`src/common/imem_pkg.sv`:
```
/*
 * Instruction memory controller shared definitions
 * Widths, attribute region layout, bus address phase and the
 * parcel entry that travels towards the CPU
 */

package imem_pkg;

  ////////////////////////////////////////
  // Widths
  ////////////////////////////////////////

  localparam int XLEN     = 32;  // Address and bus data width
  localparam int PARCEL_W = 32;  // Delivered parcel width

  // Bit 0 clear marks an opcode fetch, no privilege bits
  localparam logic [2:0] PROT_INSTR = 3'b000;

  ////////////////////////////////////////
  // Types
  ////////////////////////////////////////

  // One attribute region, set mask bits take part in the compare
  typedef struct packed {
    logic [XLEN-1:0] base;
    logic [XLEN-1:0] mask;
    logic            exec;
  } pma_region_t;

  // Bus address phase
  typedef struct packed {
    logic [XLEN-1:0] adr;
    logic [2:0]      prot;
  } biu_req_t;

  // Entry of the parcel queue
  typedef struct packed {
    logic [XLEN-1:0]     pc;
    logic [PARCEL_W-1:0] parcel;
    logic                misaligned;
    logic                err;        // Attribute fault or bus error
  } parcel_t;

endpackage

```
`src/source/imem_queue.sv`:
```
/*
 * Generic synchronous FIFO
 * Register array with read and write pointers and a fill count.
 * Payload type is a parameter, clr_i empties the queue.
 */

module imem_queue #(
  parameter type T           = logic [31:0],
  parameter int  DEPTH       = 2,
  parameter int  AFULL_LEVEL = DEPTH
) (
  input  logic clk_i,
  input  logic rst_n_i,
  input  logic clr_i,
  input  logic push_i,
  input  T     data_i,
  input  logic pop_i,
  output T     data_o,
  output logic empty_o,
  output logic full_o,
  output logic afull_o
);

  localparam int PTR_W = (DEPTH > 1) ? $clog2(DEPTH) : 1;
  localparam int CNT_W = $clog2(DEPTH + 1);

  T                 mem [DEPTH];
  logic [PTR_W-1:0] wr_ptr;
  logic [PTR_W-1:0] rd_ptr;
  logic [CNT_W-1:0] cnt;
  logic             wr_en;
  logic             rd_en;

  function automatic logic [PTR_W-1:0] ptr_inc(input logic [PTR_W-1:0] ptr);
    if (ptr == PTR_W'(DEPTH - 1)) begin
      return '0;
    end
    return ptr + 1'b1;
  endfunction

  assign wr_en = push_i & ~full_o;   // Overflow is ignored
  assign rd_en = pop_i & ~empty_o;

  always_ff @(posedge clk_i) begin
    if (!rst_n_i || clr_i) begin
      wr_ptr <= '0;
      rd_ptr <= '0;
      cnt    <= '0;
    end else begin
      if (wr_en) wr_ptr <= ptr_inc(wr_ptr);
      if (rd_en) rd_ptr <= ptr_inc(rd_ptr);
      case ({wr_en, rd_en})
        2'b10:   cnt <= cnt + 1'b1;
        2'b01:   cnt <= cnt - 1'b1;
        default: cnt <= cnt;
      endcase
    end
  end

  always_ff @(posedge clk_i) begin
    if (wr_en) mem[wr_ptr] <= data_i;
  end

  assign data_o  = mem[rd_ptr];
  assign empty_o = (cnt == '0);
  assign full_o  = (cnt == CNT_W'(DEPTH));
  assign afull_o = (cnt >= CNT_W'(AFULL_LEVEL));

endmodule

```
`src/source/imem_pma_check.sv`:
```
/*
 * Fetch address attribute and alignment check
 * First matching region decides execute permission, an address
 * outside all regions faults. Alignment depends on RVC support.
 */

module imem_pma_check #(
  parameter int PMA_CNT = 4,
  parameter int HAS_RVC = 1
) (
  input  imem_pkg::pma_region_t [PMA_CNT-1:0] pma_cfg_i,
  input  logic [imem_pkg::XLEN-1:0]           adr_i,
  output logic                                pma_err_o,
  output logic                                misaligned_o
);

  logic hit;
  logic exec;

  ////////////////////////////////////////
  // Region match
  ////////////////////////////////////////

  always_comb begin
    hit  = 1'b0;
    exec = 1'b0;
    // Lowest index wins
    for (int i = 0; i < PMA_CNT; i++) begin
      if (!hit && ((adr_i ^ pma_cfg_i[i].base) & pma_cfg_i[i].mask) == '0) begin
        hit  = 1'b1;
        exec = pma_cfg_i[i].exec;
      end
    end
  end

  assign pma_err_o = ~hit | ~exec;  // No match counts as a fault

  ////////////////////////////////////////
  // Alignment
  ////////////////////////////////////////

  generate
    if (HAS_RVC != 0) begin : g_rvc
      assign misaligned_o = adr_i[0];  // 16 bit parcels
    end else begin : g_no_rvc
      assign misaligned_o = |adr_i[1:0];
    end
  endgenerate

endmodule

```
`src/fetch/imem_fetch_seq.sv`:
```
/*
 * Fetch sequencer
 * Issues clean PCs as bus reads and tracks them in a pending queue.
 * Faulted PCs retire in order once no read is pending. Responses to
 * reads issued before a flush are counted off and discarded.
 */

module imem_fetch_seq #(
  parameter int MAX_OUTSTANDING = 4
) (
  input  logic                      clk_i,
  input  logic                      rst_n_i,
  input  logic                      flush_i,
  input  logic [imem_pkg::XLEN-1:0] pc_head_i,
  input  logic                      pc_valid_i,
  input  logic                      pma_err_i,
  input  logic                      misaligned_i,
  output logic                      pc_pop_o,
  output logic                      biu_stb_o,
  output imem_pkg::biu_req_t        biu_req_o,
  input  logic                      biu_stb_ack_i,
  input  logic [imem_pkg::XLEN-1:0] biu_q_i,
  input  logic                      biu_ack_i,
  input  logic                      biu_err_i,
  output logic                      parcel_push_o,
  output imem_pkg::parcel_t         parcel_o
);
  import imem_pkg::*;

  localparam int CNT_W  = $clog2(MAX_OUTSTANDING + 1);
  localparam int DROP_W = CNT_W + 2;  // Headroom for back to back flushes

  logic              fault;
  logic              start;
  logic              adr_done;
  logic              issue;
  logic              stale_issue;
  logic              retire;
  logic              hold_vld;
  logic              hold_stale;
  logic [XLEN-1:0]   hold_adr;
  logic              resp;
  logic              keep_resp;
  logic              drop_resp;
  logic [CNT_W-1:0]  pend_cnt;
  logic [DROP_W-1:0] drop_cnt;
  logic [DROP_W-1:0] drop_nxt;
  parcel_t           pend_d;
  parcel_t           pend_q;
  logic              pend_empty;
  logic              pend_full;

  ////////////////////////////////////////
  // Address phase
  ////////////////////////////////////////

  assign fault = pma_err_i | misaligned_i;
  assign start = pc_valid_i & ~fault & ~pend_full & ~hold_vld;

  // Once raised the strobe is held until acknowledged
  assign biu_stb_o      = hold_vld | start;
  assign biu_req_o.adr  = hold_vld ? hold_adr : pc_head_i;
  assign biu_req_o.prot = PROT_INSTR;

  assign adr_done    = biu_stb_o & biu_stb_ack_i;
  assign stale_issue = adr_done & ((hold_vld & hold_stale) | flush_i);
  assign issue       = adr_done & ~stale_issue;

  always_ff @(posedge clk_i) begin
    if (!rst_n_i) begin
      hold_vld   <= 1'b0;
      hold_stale <= 1'b0;
    end else if (adr_done) begin
      hold_vld   <= 1'b0;
      hold_stale <= 1'b0;
    end else if (biu_stb_o) begin
      hold_vld   <= 1'b1;
      hold_stale <= (hold_vld & hold_stale) | flush_i;  // Flushed while waiting
    end
  end

  always_ff @(posedge clk_i) begin
    if (biu_stb_o && !hold_vld) hold_adr <= pc_head_i;
  end

  ////////////////////////////////////////
  // Responses and retirement
  ////////////////////////////////////////

  assign resp      = biu_ack_i | biu_err_i;
  assign drop_resp = resp & (drop_cnt != '0);
  assign keep_resp = resp & ~drop_resp;

  // Faulted PC waits behind older reads
  assign retire   = pc_valid_i & fault & pend_empty & ~resp;
  assign pc_pop_o = issue | retire;

  assign pend_d = '{pc: biu_req_o.adr, parcel: '0, misaligned: 1'b0, err: 1'b0};

  imem_queue #(
    .T           (parcel_t),
    .DEPTH       (MAX_OUTSTANDING),
    .AFULL_LEVEL (MAX_OUTSTANDING)
  ) u_pending_queue (
    .clk_i   (clk_i),
    .rst_n_i (rst_n_i),
    .clr_i   (flush_i),
    .push_i  (issue),
    .data_i  (pend_d),
    .pop_i   (keep_resp),
    .data_o  (pend_q),
    .empty_o (pend_empty),
    .full_o  (pend_full),
    .afull_o ()
  );

  always_comb begin
    parcel_o = pend_q;
    if (retire) begin
      parcel_o.pc         = pc_head_i;
      parcel_o.parcel     = '0;
      parcel_o.misaligned = misaligned_i;
      parcel_o.err        = pma_err_i;
    end else begin
      // Upper halfword for pc bit 1
      parcel_o.parcel = PARCEL_W'(biu_q_i >> (16 * pend_q.pc[1]));
      parcel_o.err    = biu_err_i;
    end
  end

  assign parcel_push_o = keep_resp | retire;

  ////////////////////////////////////////
  // Outstanding and drop counters
  ////////////////////////////////////////

  always_comb begin
    drop_nxt = drop_cnt;
    if (drop_resp) drop_nxt = drop_nxt - 1'b1;
    if (stale_issue) drop_nxt = drop_nxt + 1'b1;
    if (flush_i) drop_nxt = drop_nxt + DROP_W'(pend_cnt) - DROP_W'(keep_resp);
  end

  always_ff @(posedge clk_i) begin
    if (!rst_n_i) begin
      pend_cnt <= '0;
      drop_cnt <= '0;
    end else begin
      drop_cnt <= drop_nxt;
      if (flush_i) begin
        pend_cnt <= '0;  // All of them move to the drop count
      end else begin
        pend_cnt <= pend_cnt + CNT_W'(issue) - CNT_W'(keep_resp);
      end
    end
  end

endmodule

```
`src/source/imem_ctrl_top.sv`:
```
/*
 * Instruction memory controller, uncached fetch path
 * PC queue, attribute check, fetch sequencer on the external bus
 * and the parcel queue towards the CPU
 */

module imem_ctrl_top #(
  parameter int PMA_CNT         = 4,
  parameter int HAS_RVC         = 1,
  parameter int PC_DEPTH        = 2,
  parameter int MAX_OUTSTANDING = 4,
  parameter int PARCEL_DEPTH    = 8
) (
  input  logic                                clk_i,
  input  logic                                rst_n_i,
  input  imem_pkg::pma_region_t [PMA_CNT-1:0] pma_cfg_i,
  input  logic [imem_pkg::XLEN-1:0]           nxt_pc_i,
  output logic                                stall_nxt_pc_o,
  input  logic                                stall_i,
  input  logic                                flush_i,
  input  logic                                dcflush_rdy_i,
  output logic                                biu_stb_o,
  output imem_pkg::biu_req_t                  biu_req_o,
  input  logic                                biu_stb_ack_i,
  input  logic [imem_pkg::XLEN-1:0]           biu_q_i,
  input  logic                                biu_ack_i,
  input  logic                                biu_err_i,
  output logic                                parcel_valid_o,
  output imem_pkg::parcel_t                   parcel_o
);
  import imem_pkg::*;

  logic [XLEN-1:0] pc_head;
  logic            pc_empty;
  logic            pc_full;
  logic            pc_valid;
  logic            pc_pop;
  logic            pma_err;
  logic            misaligned;
  logic            parcel_push;
  parcel_t         parcel_d;
  logic            parcel_empty;
  logic            parcel_afull;

  // Hold new PCs on full queues or a pending data cache flush
  assign stall_nxt_pc_o = pc_full | parcel_afull | ~dcflush_rdy_i;

  imem_queue #(
    .T           (logic [XLEN-1:0]),
    .DEPTH       (PC_DEPTH),
    .AFULL_LEVEL (PC_DEPTH)
  ) u_pc_queue (
    .clk_i   (clk_i),
    .rst_n_i (rst_n_i),
    .clr_i   (flush_i),
    .push_i  (~stall_nxt_pc_o),
    .data_i  (nxt_pc_i),
    .pop_i   (pc_pop),
    .data_o  (pc_head),
    .empty_o (pc_empty),
    .full_o  (pc_full),
    .afull_o ()
  );

  // No new fetch starts while the parcel queue is nearly full,
  // so parcels plus reads in flight never exceed its depth
  assign pc_valid = ~pc_empty & ~parcel_afull;

  imem_pma_check #(
    .PMA_CNT (PMA_CNT),
    .HAS_RVC (HAS_RVC)
  ) u_pma_check (
    .pma_cfg_i    (pma_cfg_i),
    .adr_i        (pc_head),
    .pma_err_o    (pma_err),
    .misaligned_o (misaligned)
  );

  imem_fetch_seq #(
    .MAX_OUTSTANDING (MAX_OUTSTANDING)
  ) u_fetch_seq (
    .clk_i         (clk_i),
    .rst_n_i       (rst_n_i),
    .flush_i       (flush_i),
    .pc_head_i     (pc_head),
    .pc_valid_i    (pc_valid),
    .pma_err_i     (pma_err),
    .misaligned_i  (misaligned),
    .pc_pop_o      (pc_pop),
    .biu_stb_o     (biu_stb_o),
    .biu_req_o     (biu_req_o),
    .biu_stb_ack_i (biu_stb_ack_i),
    .biu_q_i       (biu_q_i),
    .biu_ack_i     (biu_ack_i),
    .biu_err_i     (biu_err_i),
    .parcel_push_o (parcel_push),
    .parcel_o      (parcel_d)
  );

  imem_queue #(
    .T           (parcel_t),
    .DEPTH       (PARCEL_DEPTH),
    .AFULL_LEVEL (PARCEL_DEPTH - MAX_OUTSTANDING)  // Room for reads in flight
  ) u_parcel_queue (
    .clk_i   (clk_i),
    .rst_n_i (rst_n_i),
    .clr_i   (flush_i),
    .push_i  (parcel_push),
    .data_i  (parcel_d),
    .pop_i   (parcel_valid_o & ~stall_i),
    .data_o  (parcel_o),
    .empty_o (parcel_empty),
    .full_o  (),
    .afull_o (parcel_afull)
  );

  assign parcel_valid_o = ~parcel_empty;

endmodule

```
`config.mk`:
```
export PLATFORM = sky130hd
export DESIGN_NAME = imem_ctrl_top
export DESIGN_NICKNAME = d
export VERILOG_FILES = /design/src/common/imem_pkg.sv /design/src/source/imem_queue.sv /design/src/source/imem_pma_check.sv /design/src/fetch/imem_fetch_seq.sv /design/src/source/imem_ctrl_top.sv
export SDC_FILE = /design/constraint.sdc
export NUM_CORES = 1
export LEC_CHECK = 0
export BUFFER_PORTS_ARGS = -buffer_cell sky130_fd_sc_hd__clkbuf_2
export CAP_MARGIN = 0
export CORE_MARGIN = 2
export CORE_UTILIZATION = 30
export DETAILED_ROUTE_END_ITERATION = 10
export PLACE_DENSITY_LB_ADDON = 0.1
export REMOVE_ABC_BUFFERS = 1
export SLEW_MARGIN = 20
export SYNTH_ARGS = -nofsm -noshare
export SYNTH_HDL_FRONTEND = slang
export SYNTH_SLANG_ARGS = --single-unit
```
`constraint.sdc`:
```
create_clock -name clk_i -period 27.5 [get_ports clk_i]
set_input_delay 4.125 -clock clk_i [delete_from_list [all_inputs] [get_ports clk_i]]
set_output_delay 4.125 -clock clk_i [all_outputs]
set_load 0.05 [all_outputs]
```
* After elaboration in Yosys (flattened, before gate mapping)
Memory sizes are Yosys's and may differ from the RTL's. A register that Yosys moved wholly into a read port is not among the register bits.
Index checks and enable logic that the tools add are counted.
** Cells by class
- Add/sub/neg operators :: 18
- Multipliers :: 0
- Div/mod/pow operators :: 0
- Magnitude comparators :: 1
- Equal/unequal tests :: 13
- Shift-type cells :: 1
- Mux-type cells :: 61
- Bitwise gates (word level) :: 55
- Reductions and logical operators :: 23
** Operators with widths (number)
- $and A32 B32 Y32 :: 4
- $logic_not A32 Y1 :: 4
- $xor A32 B32 Y32 :: 4
- $mux W32 :: 3
- $mux W1 :: 40
- $shr A32 B5 Y32 :: 1
- $and A1 B1 Y1 :: 20
- $mux W3 :: 6
- $not A1 Y1 :: 18
- $mux W5 :: 3
- $eq A2 B2 Y1 const B :: 6
- $mux W2 :: 6
- $add A3 B1 Y3 const B :: 3
- $eq A3 B3 Y1 const B :: 3
- $or A1 B1 Y1 :: 9
- $pmux W4 S2 :: 1
- $add A2 B1 Y2 const B :: 3
- $eq A2 B1 Y1 const B :: 3
- $pmux W3 S2 :: 1
- $reduce_bool A2 Y1 :: 3
- $add A5 B1 Y5 const B :: 1
- $add A5 B3 Y5 :: 1
- $logic_not A1 Y1 :: 5
- $reduce_bool A5 Y1 :: 1
- 18 further kinds :: 23
** Storage, ports and cells
- Bits in registers :: 63
- Latch bits :: 0
- RAM bits :: 720
- Memory bits (read-only) :: 0
- Logic and storage cells :: 189
- Memories kept :: 3
** Memories
- u_parcel_queue.mem :: words 8, bits a word 66, rd ports 1, clocked after memory_dff 1, wr ports 1, line imem_queue.sv:27 : T mem [DEPTH];
- u_fetch_seq.u_pending_queue.mem :: words 4, bits a word 32, rd ports 1, clocked after memory_dff 1, wr ports 1, line imem_queue.sv:27
- u_pc_queue.mem :: words 2, bits a word 32, rd ports 1, clocked after memory_dff 1, wr ports 1, line imem_queue.sv:27

* Logic depth before layout (Yosys ltp)
- Word-level depth :: 32
- Gate-level depth with buffers :: 21
- Mapped depth without buffers :: 21

* Hierarchy
A second synthesis with hierarchy kept.
** Second synthesis, totals
- Cells, all modules :: 1943
- Area, all modules :: 37938.9 um2
** By module, submodules not included
- imem_queue at u_parcel_queue :: times used 1, cells an instance 846, area each 20507.2 um2, seq. area each 16115.5 um2
- imem_queue at u_fetch_seq.u_pending_queue :: times used 1, cells an instance 400, area each 9999.6 um2, seq. area each 8107.8 um2
- imem_fetch_seq :: times used 1, cells an instance 345, area each 3079.2 um2, seq. area each 1161.1 um2
- imem_queue at u_pc_queue :: times used 1, cells an instance 128, area each 2534.9 um2, seq. area each 2021.9 um2
- imem_pma_check :: times used 1, cells an instance 219, area each 1790.5 um2, seq. area each 0.0 um2
- imem_ctrl_top :: times used 1, cells an instance 5, area each 27.5 um2, seq. area each 0.0 um2

* Worst setup path before layout
No wires, ideal clock.
- Path type :: input -> register
- Start point :: input pma_cfg_i[188] (netlist name)
- End point :: memory u_parcel_queue.mem[2][0] (netlist name), enable pin
- Library setup time :: 585 ps
- Arrival time :: 10948 ps
- Required time :: 26915 ps
- Path slack :: 15967 ps
- Stages on the path :: 11
- Path through :: nand2b_1 -> mux2i_1 -> a2111oi_0 -> nand4_1 -> or3_1 -> a211oi_2 -> o21ai_2 -> a21oi_4 -> o21a_4 -> nand2b_1 -> nor3b_1
** On the way
- Word-level cells in the longest chain between the ends :: 18
** RTL lines
- start: declaration :: line imem_ctrl_top.sv:16 : input imem_pkg::pma_region_t [PMA_CNT-1:0] pma_cfg_i,
- $xor A32 B32 Y32 (*) :: line imem_pma_check.sv:29 : if (!hit && ((adr_i ^ pma_cfg_i[i].base) & pma_cfg_i[i].mask) == '0) begin
- $and A32 B32 Y32 (*) :: line imem_pma_check.sv:29
- $logic_not A32 Y1 (*) :: line imem_pma_check.sv:29
- $logic_and A1 B1 Y1 (*) :: line imem_pma_check.sv:29
- $mux W1 :: line imem_pma_check.sv:29
- $logic_not A1 Y1 :: line imem_pma_check.sv:29
- $logic_and A1 B1 Y1 :: line imem_pma_check.sv:29
- $mux W1 :: line imem_pma_check.sv:29
- $not A1 Y1 :: line imem_pma_check.sv:36 : assign pma_err_o = ~hit | ~exec;
- $or A1 B1 Y1 (*) :: line imem_pma_check.sv:36
- $or A1 B1 Y1 (*) :: line imem_fetch_seq.sv:57 : assign fault = pma_err_i | misaligned_i;
- $and A1 B1 Y1 (*) (3 in a row) :: line imem_fetch_seq.sv:95 : assign retire = pc_valid_i & fault & pend_empty & ~resp;
- $or A1 B1 Y1 (*) :: line imem_fetch_seq.sv:131 : assign parcel_push_o = keep_resp | retire;
- $and A1 B1 Y1 (*) :: line imem_queue.sv:41 : assign wr_en = push_i & ~full_o;
- $mux W1 (*) :: line imem_queue.sv:61 : if (wr_en) mem[wr_ptr] <= data_i;
- $mux W1 (implied by the code) (*) :: line imem_queue.sv:61
- end: declaration :: line imem_queue.sv:27
Mark *: on every way between the ends. The rest lies on a longest branch, timed or not.

* Worst setup path in the final report
- Start point :: input pma_cfg_i[248] (netlist name)
- End point :: output biu_stb_o
** On the way
- Word-level cells in the longest chain between the ends :: 13
** RTL lines
- $xor A32 B32 Y32 (*) :: line imem_pma_check.sv:29
- $and A32 B32 Y32 (*) :: line imem_pma_check.sv:29
- $logic_not A32 Y1 (*) :: line imem_pma_check.sv:29
- $logic_and A1 B1 Y1 (*) :: line imem_pma_check.sv:29
- $mux W1 :: line imem_pma_check.sv:29
- $not A1 Y1 :: line imem_pma_check.sv:36
- $or A1 B1 Y1 (*) :: line imem_pma_check.sv:36
- $or A1 B1 Y1 (*) :: line imem_fetch_seq.sv:57
- $not A1 Y1 (*) :: line imem_fetch_seq.sv:58 : assign start = pc_valid_i & ~fault & ~pend_full & ~hold_vld;
- $and A1 B1 Y1 (*) (3 in a row) :: line imem_fetch_seq.sv:58
- $or A1 B1 Y1 (*) :: line imem_fetch_seq.sv:61 : assign biu_stb_o = hold_vld | start;
- end: declaration :: line imem_ctrl_top.sv:22 : output logic biu_stb_o,
Marks and branches as above.

==> metrics <==
n_diodes 0; GRT Util Overall a little under a fifth; synth warn 0; final setup violation count 0; full die area between 100000 and 150000 sq um; Area contributors post-synth edfxtp_1, mux4_2, mux2_2; gp weighted congestion 0.955; setup_tns 0 ns; CP Class in -> out; fraction of layout cells with a size suffix above 1 41.0%; sequential share of the synthesized area 69.9%; Syn Area/Cell between 15 and 20 sq um; worst min-delay path class reg -> reg; FMAX 0.0877 GHz; # hold bufs at CTS 0; Post-Syn Area 33400 sq um; CP endpoint kind output port; clk sink count approximately 790; Clock Pin Slew Worst Setup and Hold Paths about 0.060 ns; Synth top area share between 60% and 70%; required time of the critical path approximately 23 ns; fin nets roughly 2600; Final Util between 30% and 40%; Fin. Hold Viols 0; # IOs 436; unrepaired setup endpoints after global routing false; crit path DAT 7.27 ns; largest area contributor in the netlist edfxtp_1; Max Cap Viol 0; dpl cells ~3600; cts repair resizes 0; vias between 15000 and 20000; H-tree Lvls 3; Post-DP HPWL 70300 microns; non-filler cells in the finished layout 3814; TritonCTS clock tree yes; Pre-antenna DRT Iters 5; setup bufs post-CTS 0; grt ovf 0; hold slack ~0.5 ns; largest net degree at the start of global routing a little under 60; async set-reset flop share out of synthesis 0%; number of flops mapped to enable cells by yosys approximately 750; CP Max Fanout 8; synthesized netlist cell count 1748; startpoint types input pin; Die X about 340 microns; pins over their slew limit 0; First DRT Iteration DRCs approximately 1100; ys flop type edfxtp_1; Tcrit/Tclk final between 40% and 50%; Vias/cell 4.72; skew final between 0.02 and 0.025 ns; min cycle time layout roughly 11 ns; initial antenna violation count 9; area growth from synthesis to layout 21.1%; clock root buffer clkbuf_16; Avg WL per Cell between 20 and 30 microns; relative slew slack slightly above 30%; global-route wire length before repair about 150000 microns; FF+latch count, synth 789; final wirelength between 100000 and 150000 microns; number of port buffers around 430; Worst-Margin Slew 1.02 ns; Placement Rows around 120; Pwr per Cell Area roughly 77 nW/um^2; outcome completed; number of library cell types mapped by synthesis 54; Remaining DRCs 0; clk buf depth 3; Die Y approximately 340 microns; antenna-violating nets left 0; VDD IR-drop max approximately 0.00004 V; LEAKAGE roughly 14 nW; vias in the first global route 19200; Num CTS Buffers 90; clk_lat worst skew approximately 0.64 ns; Initial Util around 30%; core footprint ~110000 sq um
==> per-stage QoR <==
stage	total power [mW]	instance area, sq um	setup WS (ns)
floorplan	1.80	33100	15.84
global route	3.23	40400	16.06
global placement	1.98	37500	16.09
detailed placement	1.99	37500	16.07
finish	3.10	40400	16.10
CTS	3.15	40300	16.05
==> metal layers <==
layer,global-route usage (%),share of wire (%)
met1,22.3,41
met2,32.9,51
met3,4.20,5.2
met4,5.31,2.7
met5,0,0.081
==> placed cells by master, fill, tap and decap left out, types with 16 or more instances in the layout <==
cell       netlist  routed
and2_1          20      16
clkbuf_16        0      92
clkbuf_2         0     432
mux2i_1         55      55
inv_1           63      63
ha_1            25      25
nand2b_1        33      33
clkbuf_1        41      29
edfxtp_1       752     752
a22oi_1         44      44
mux2_2         124     124
mux4_2         164     164
xnor2_1        113     113
dfxtp_1         37      30
buf_4            3      40
nor2_1          62      56
nand2_1         43      43
mux2i_4         19      19
==> cell families (layout without fill, tap and decap cells) <==
kind of cell             Yosys count  after routing  share of synthesized area [%]
flip-flops                       789            789                           69.9
multiplexers                     381            381                           18.9
AND/OR/NAND/NOR                  207            207                           3.16
buffers and inverters            128            704                           1.61
XOR/XNOR                         122            122                           3.20
AO/OA/AOI/OAI                     91             91                           2.07
adder cells (fa/ha/maj)           29             29                           1.18
other                              1              3                         0.0112
==> worst paths after layout <==
path                                         to                            from  slack (ns)  depth (start not counted)
min reg2reg      u_pc_queue.cnt[1]$_SDFFE_PP0P_  u_pc_queue.cnt[1]$_SDFFE_PP0P_        0.51                          2
min              u_pc_queue.cnt[1]$_SDFFE_PP0P_  u_pc_queue.cnt[1]$_SDFFE_PP0P_        0.51                          2
max reg2reg  u_parcel_queue.mem[6][7]$_DFFE_PP_                            flop       20.11                         15
max                                   biu_stb_o                  pma_cfg_i[248]       16.10                          8
==> synthesized netlist by cell type (7+ instances only) <==
library cell  count
inv_1            63
o21ai_0           8
a22oi_1          44
mux2i_1          55
nand2b_1         33
nand3_1           7
mux4_2          164
nor2_1           62
mux2_2          124
nand4_1          15
xnor2_1         113
mux2i_4          19
mux2i_2          13
buf_1            14
edfxtp_1        752
a21oi_1          15
ha_1             25
clkbuf_1         41
and2_1           20
dfxtp_1          37
nand2_1          43
xor2_1            9
==> critical path, stage by stage <==
cell and delay (ns):
clkbuf_2 0.09, xnor2_1 0.12, a22oi_1 0.72, nand4_1 0.68
nor4_2 0.50, a211oi_2 0.17, o31ai_4 0.47, clkbuf_2 0.38
==> area by class of cell <==
type / instances / area [sq um]
fillers: 10500 / 70100
inverters: 63 / 236
clock inverters: 40 / 353
multi-input cells: 833 / 9610
clock buffers: 125 / 2470
well taps: 1488 / 1860
flip-flops and latches: 789 / 23300
repair buffers: 476 / 2540
==> power breakdown <==
group	switching, mW	leakage (nW)	total [mW]	internal, mW
Combinational	0.367	5.15	0.558	0.191
Sequential	0.0175	7.14	1.39	1.37
Clock	0.473	1.38	1.15	0.681
==> registers in the layout, summed over array words and instances, names as in the netlist, 2 cells and up, named ones only <==
name and cells:
u_parcel_queue.rd_ptr 3, u_pc_queue.cnt 2, u_fetch_seq.drop_cnt 5, u_fetch_seq.u_pending_queue.mem 128, u_parcel_queue.cnt 4, u_parcel_queue.mem 528
u_pc_queue.mem 64, u_parcel_queue.wr_ptr 3, u_fetch_seq.u_pending_queue.wr_ptr 2, u_fetch_seq.hold_adr 32, u_fetch_seq.u_pending_queue.cnt 3, u_fetch_seq.u_pending_queue.rd_ptr 2
u_fetch_seq.pend_cnt 3
Power figures use the tool's default switching activity.
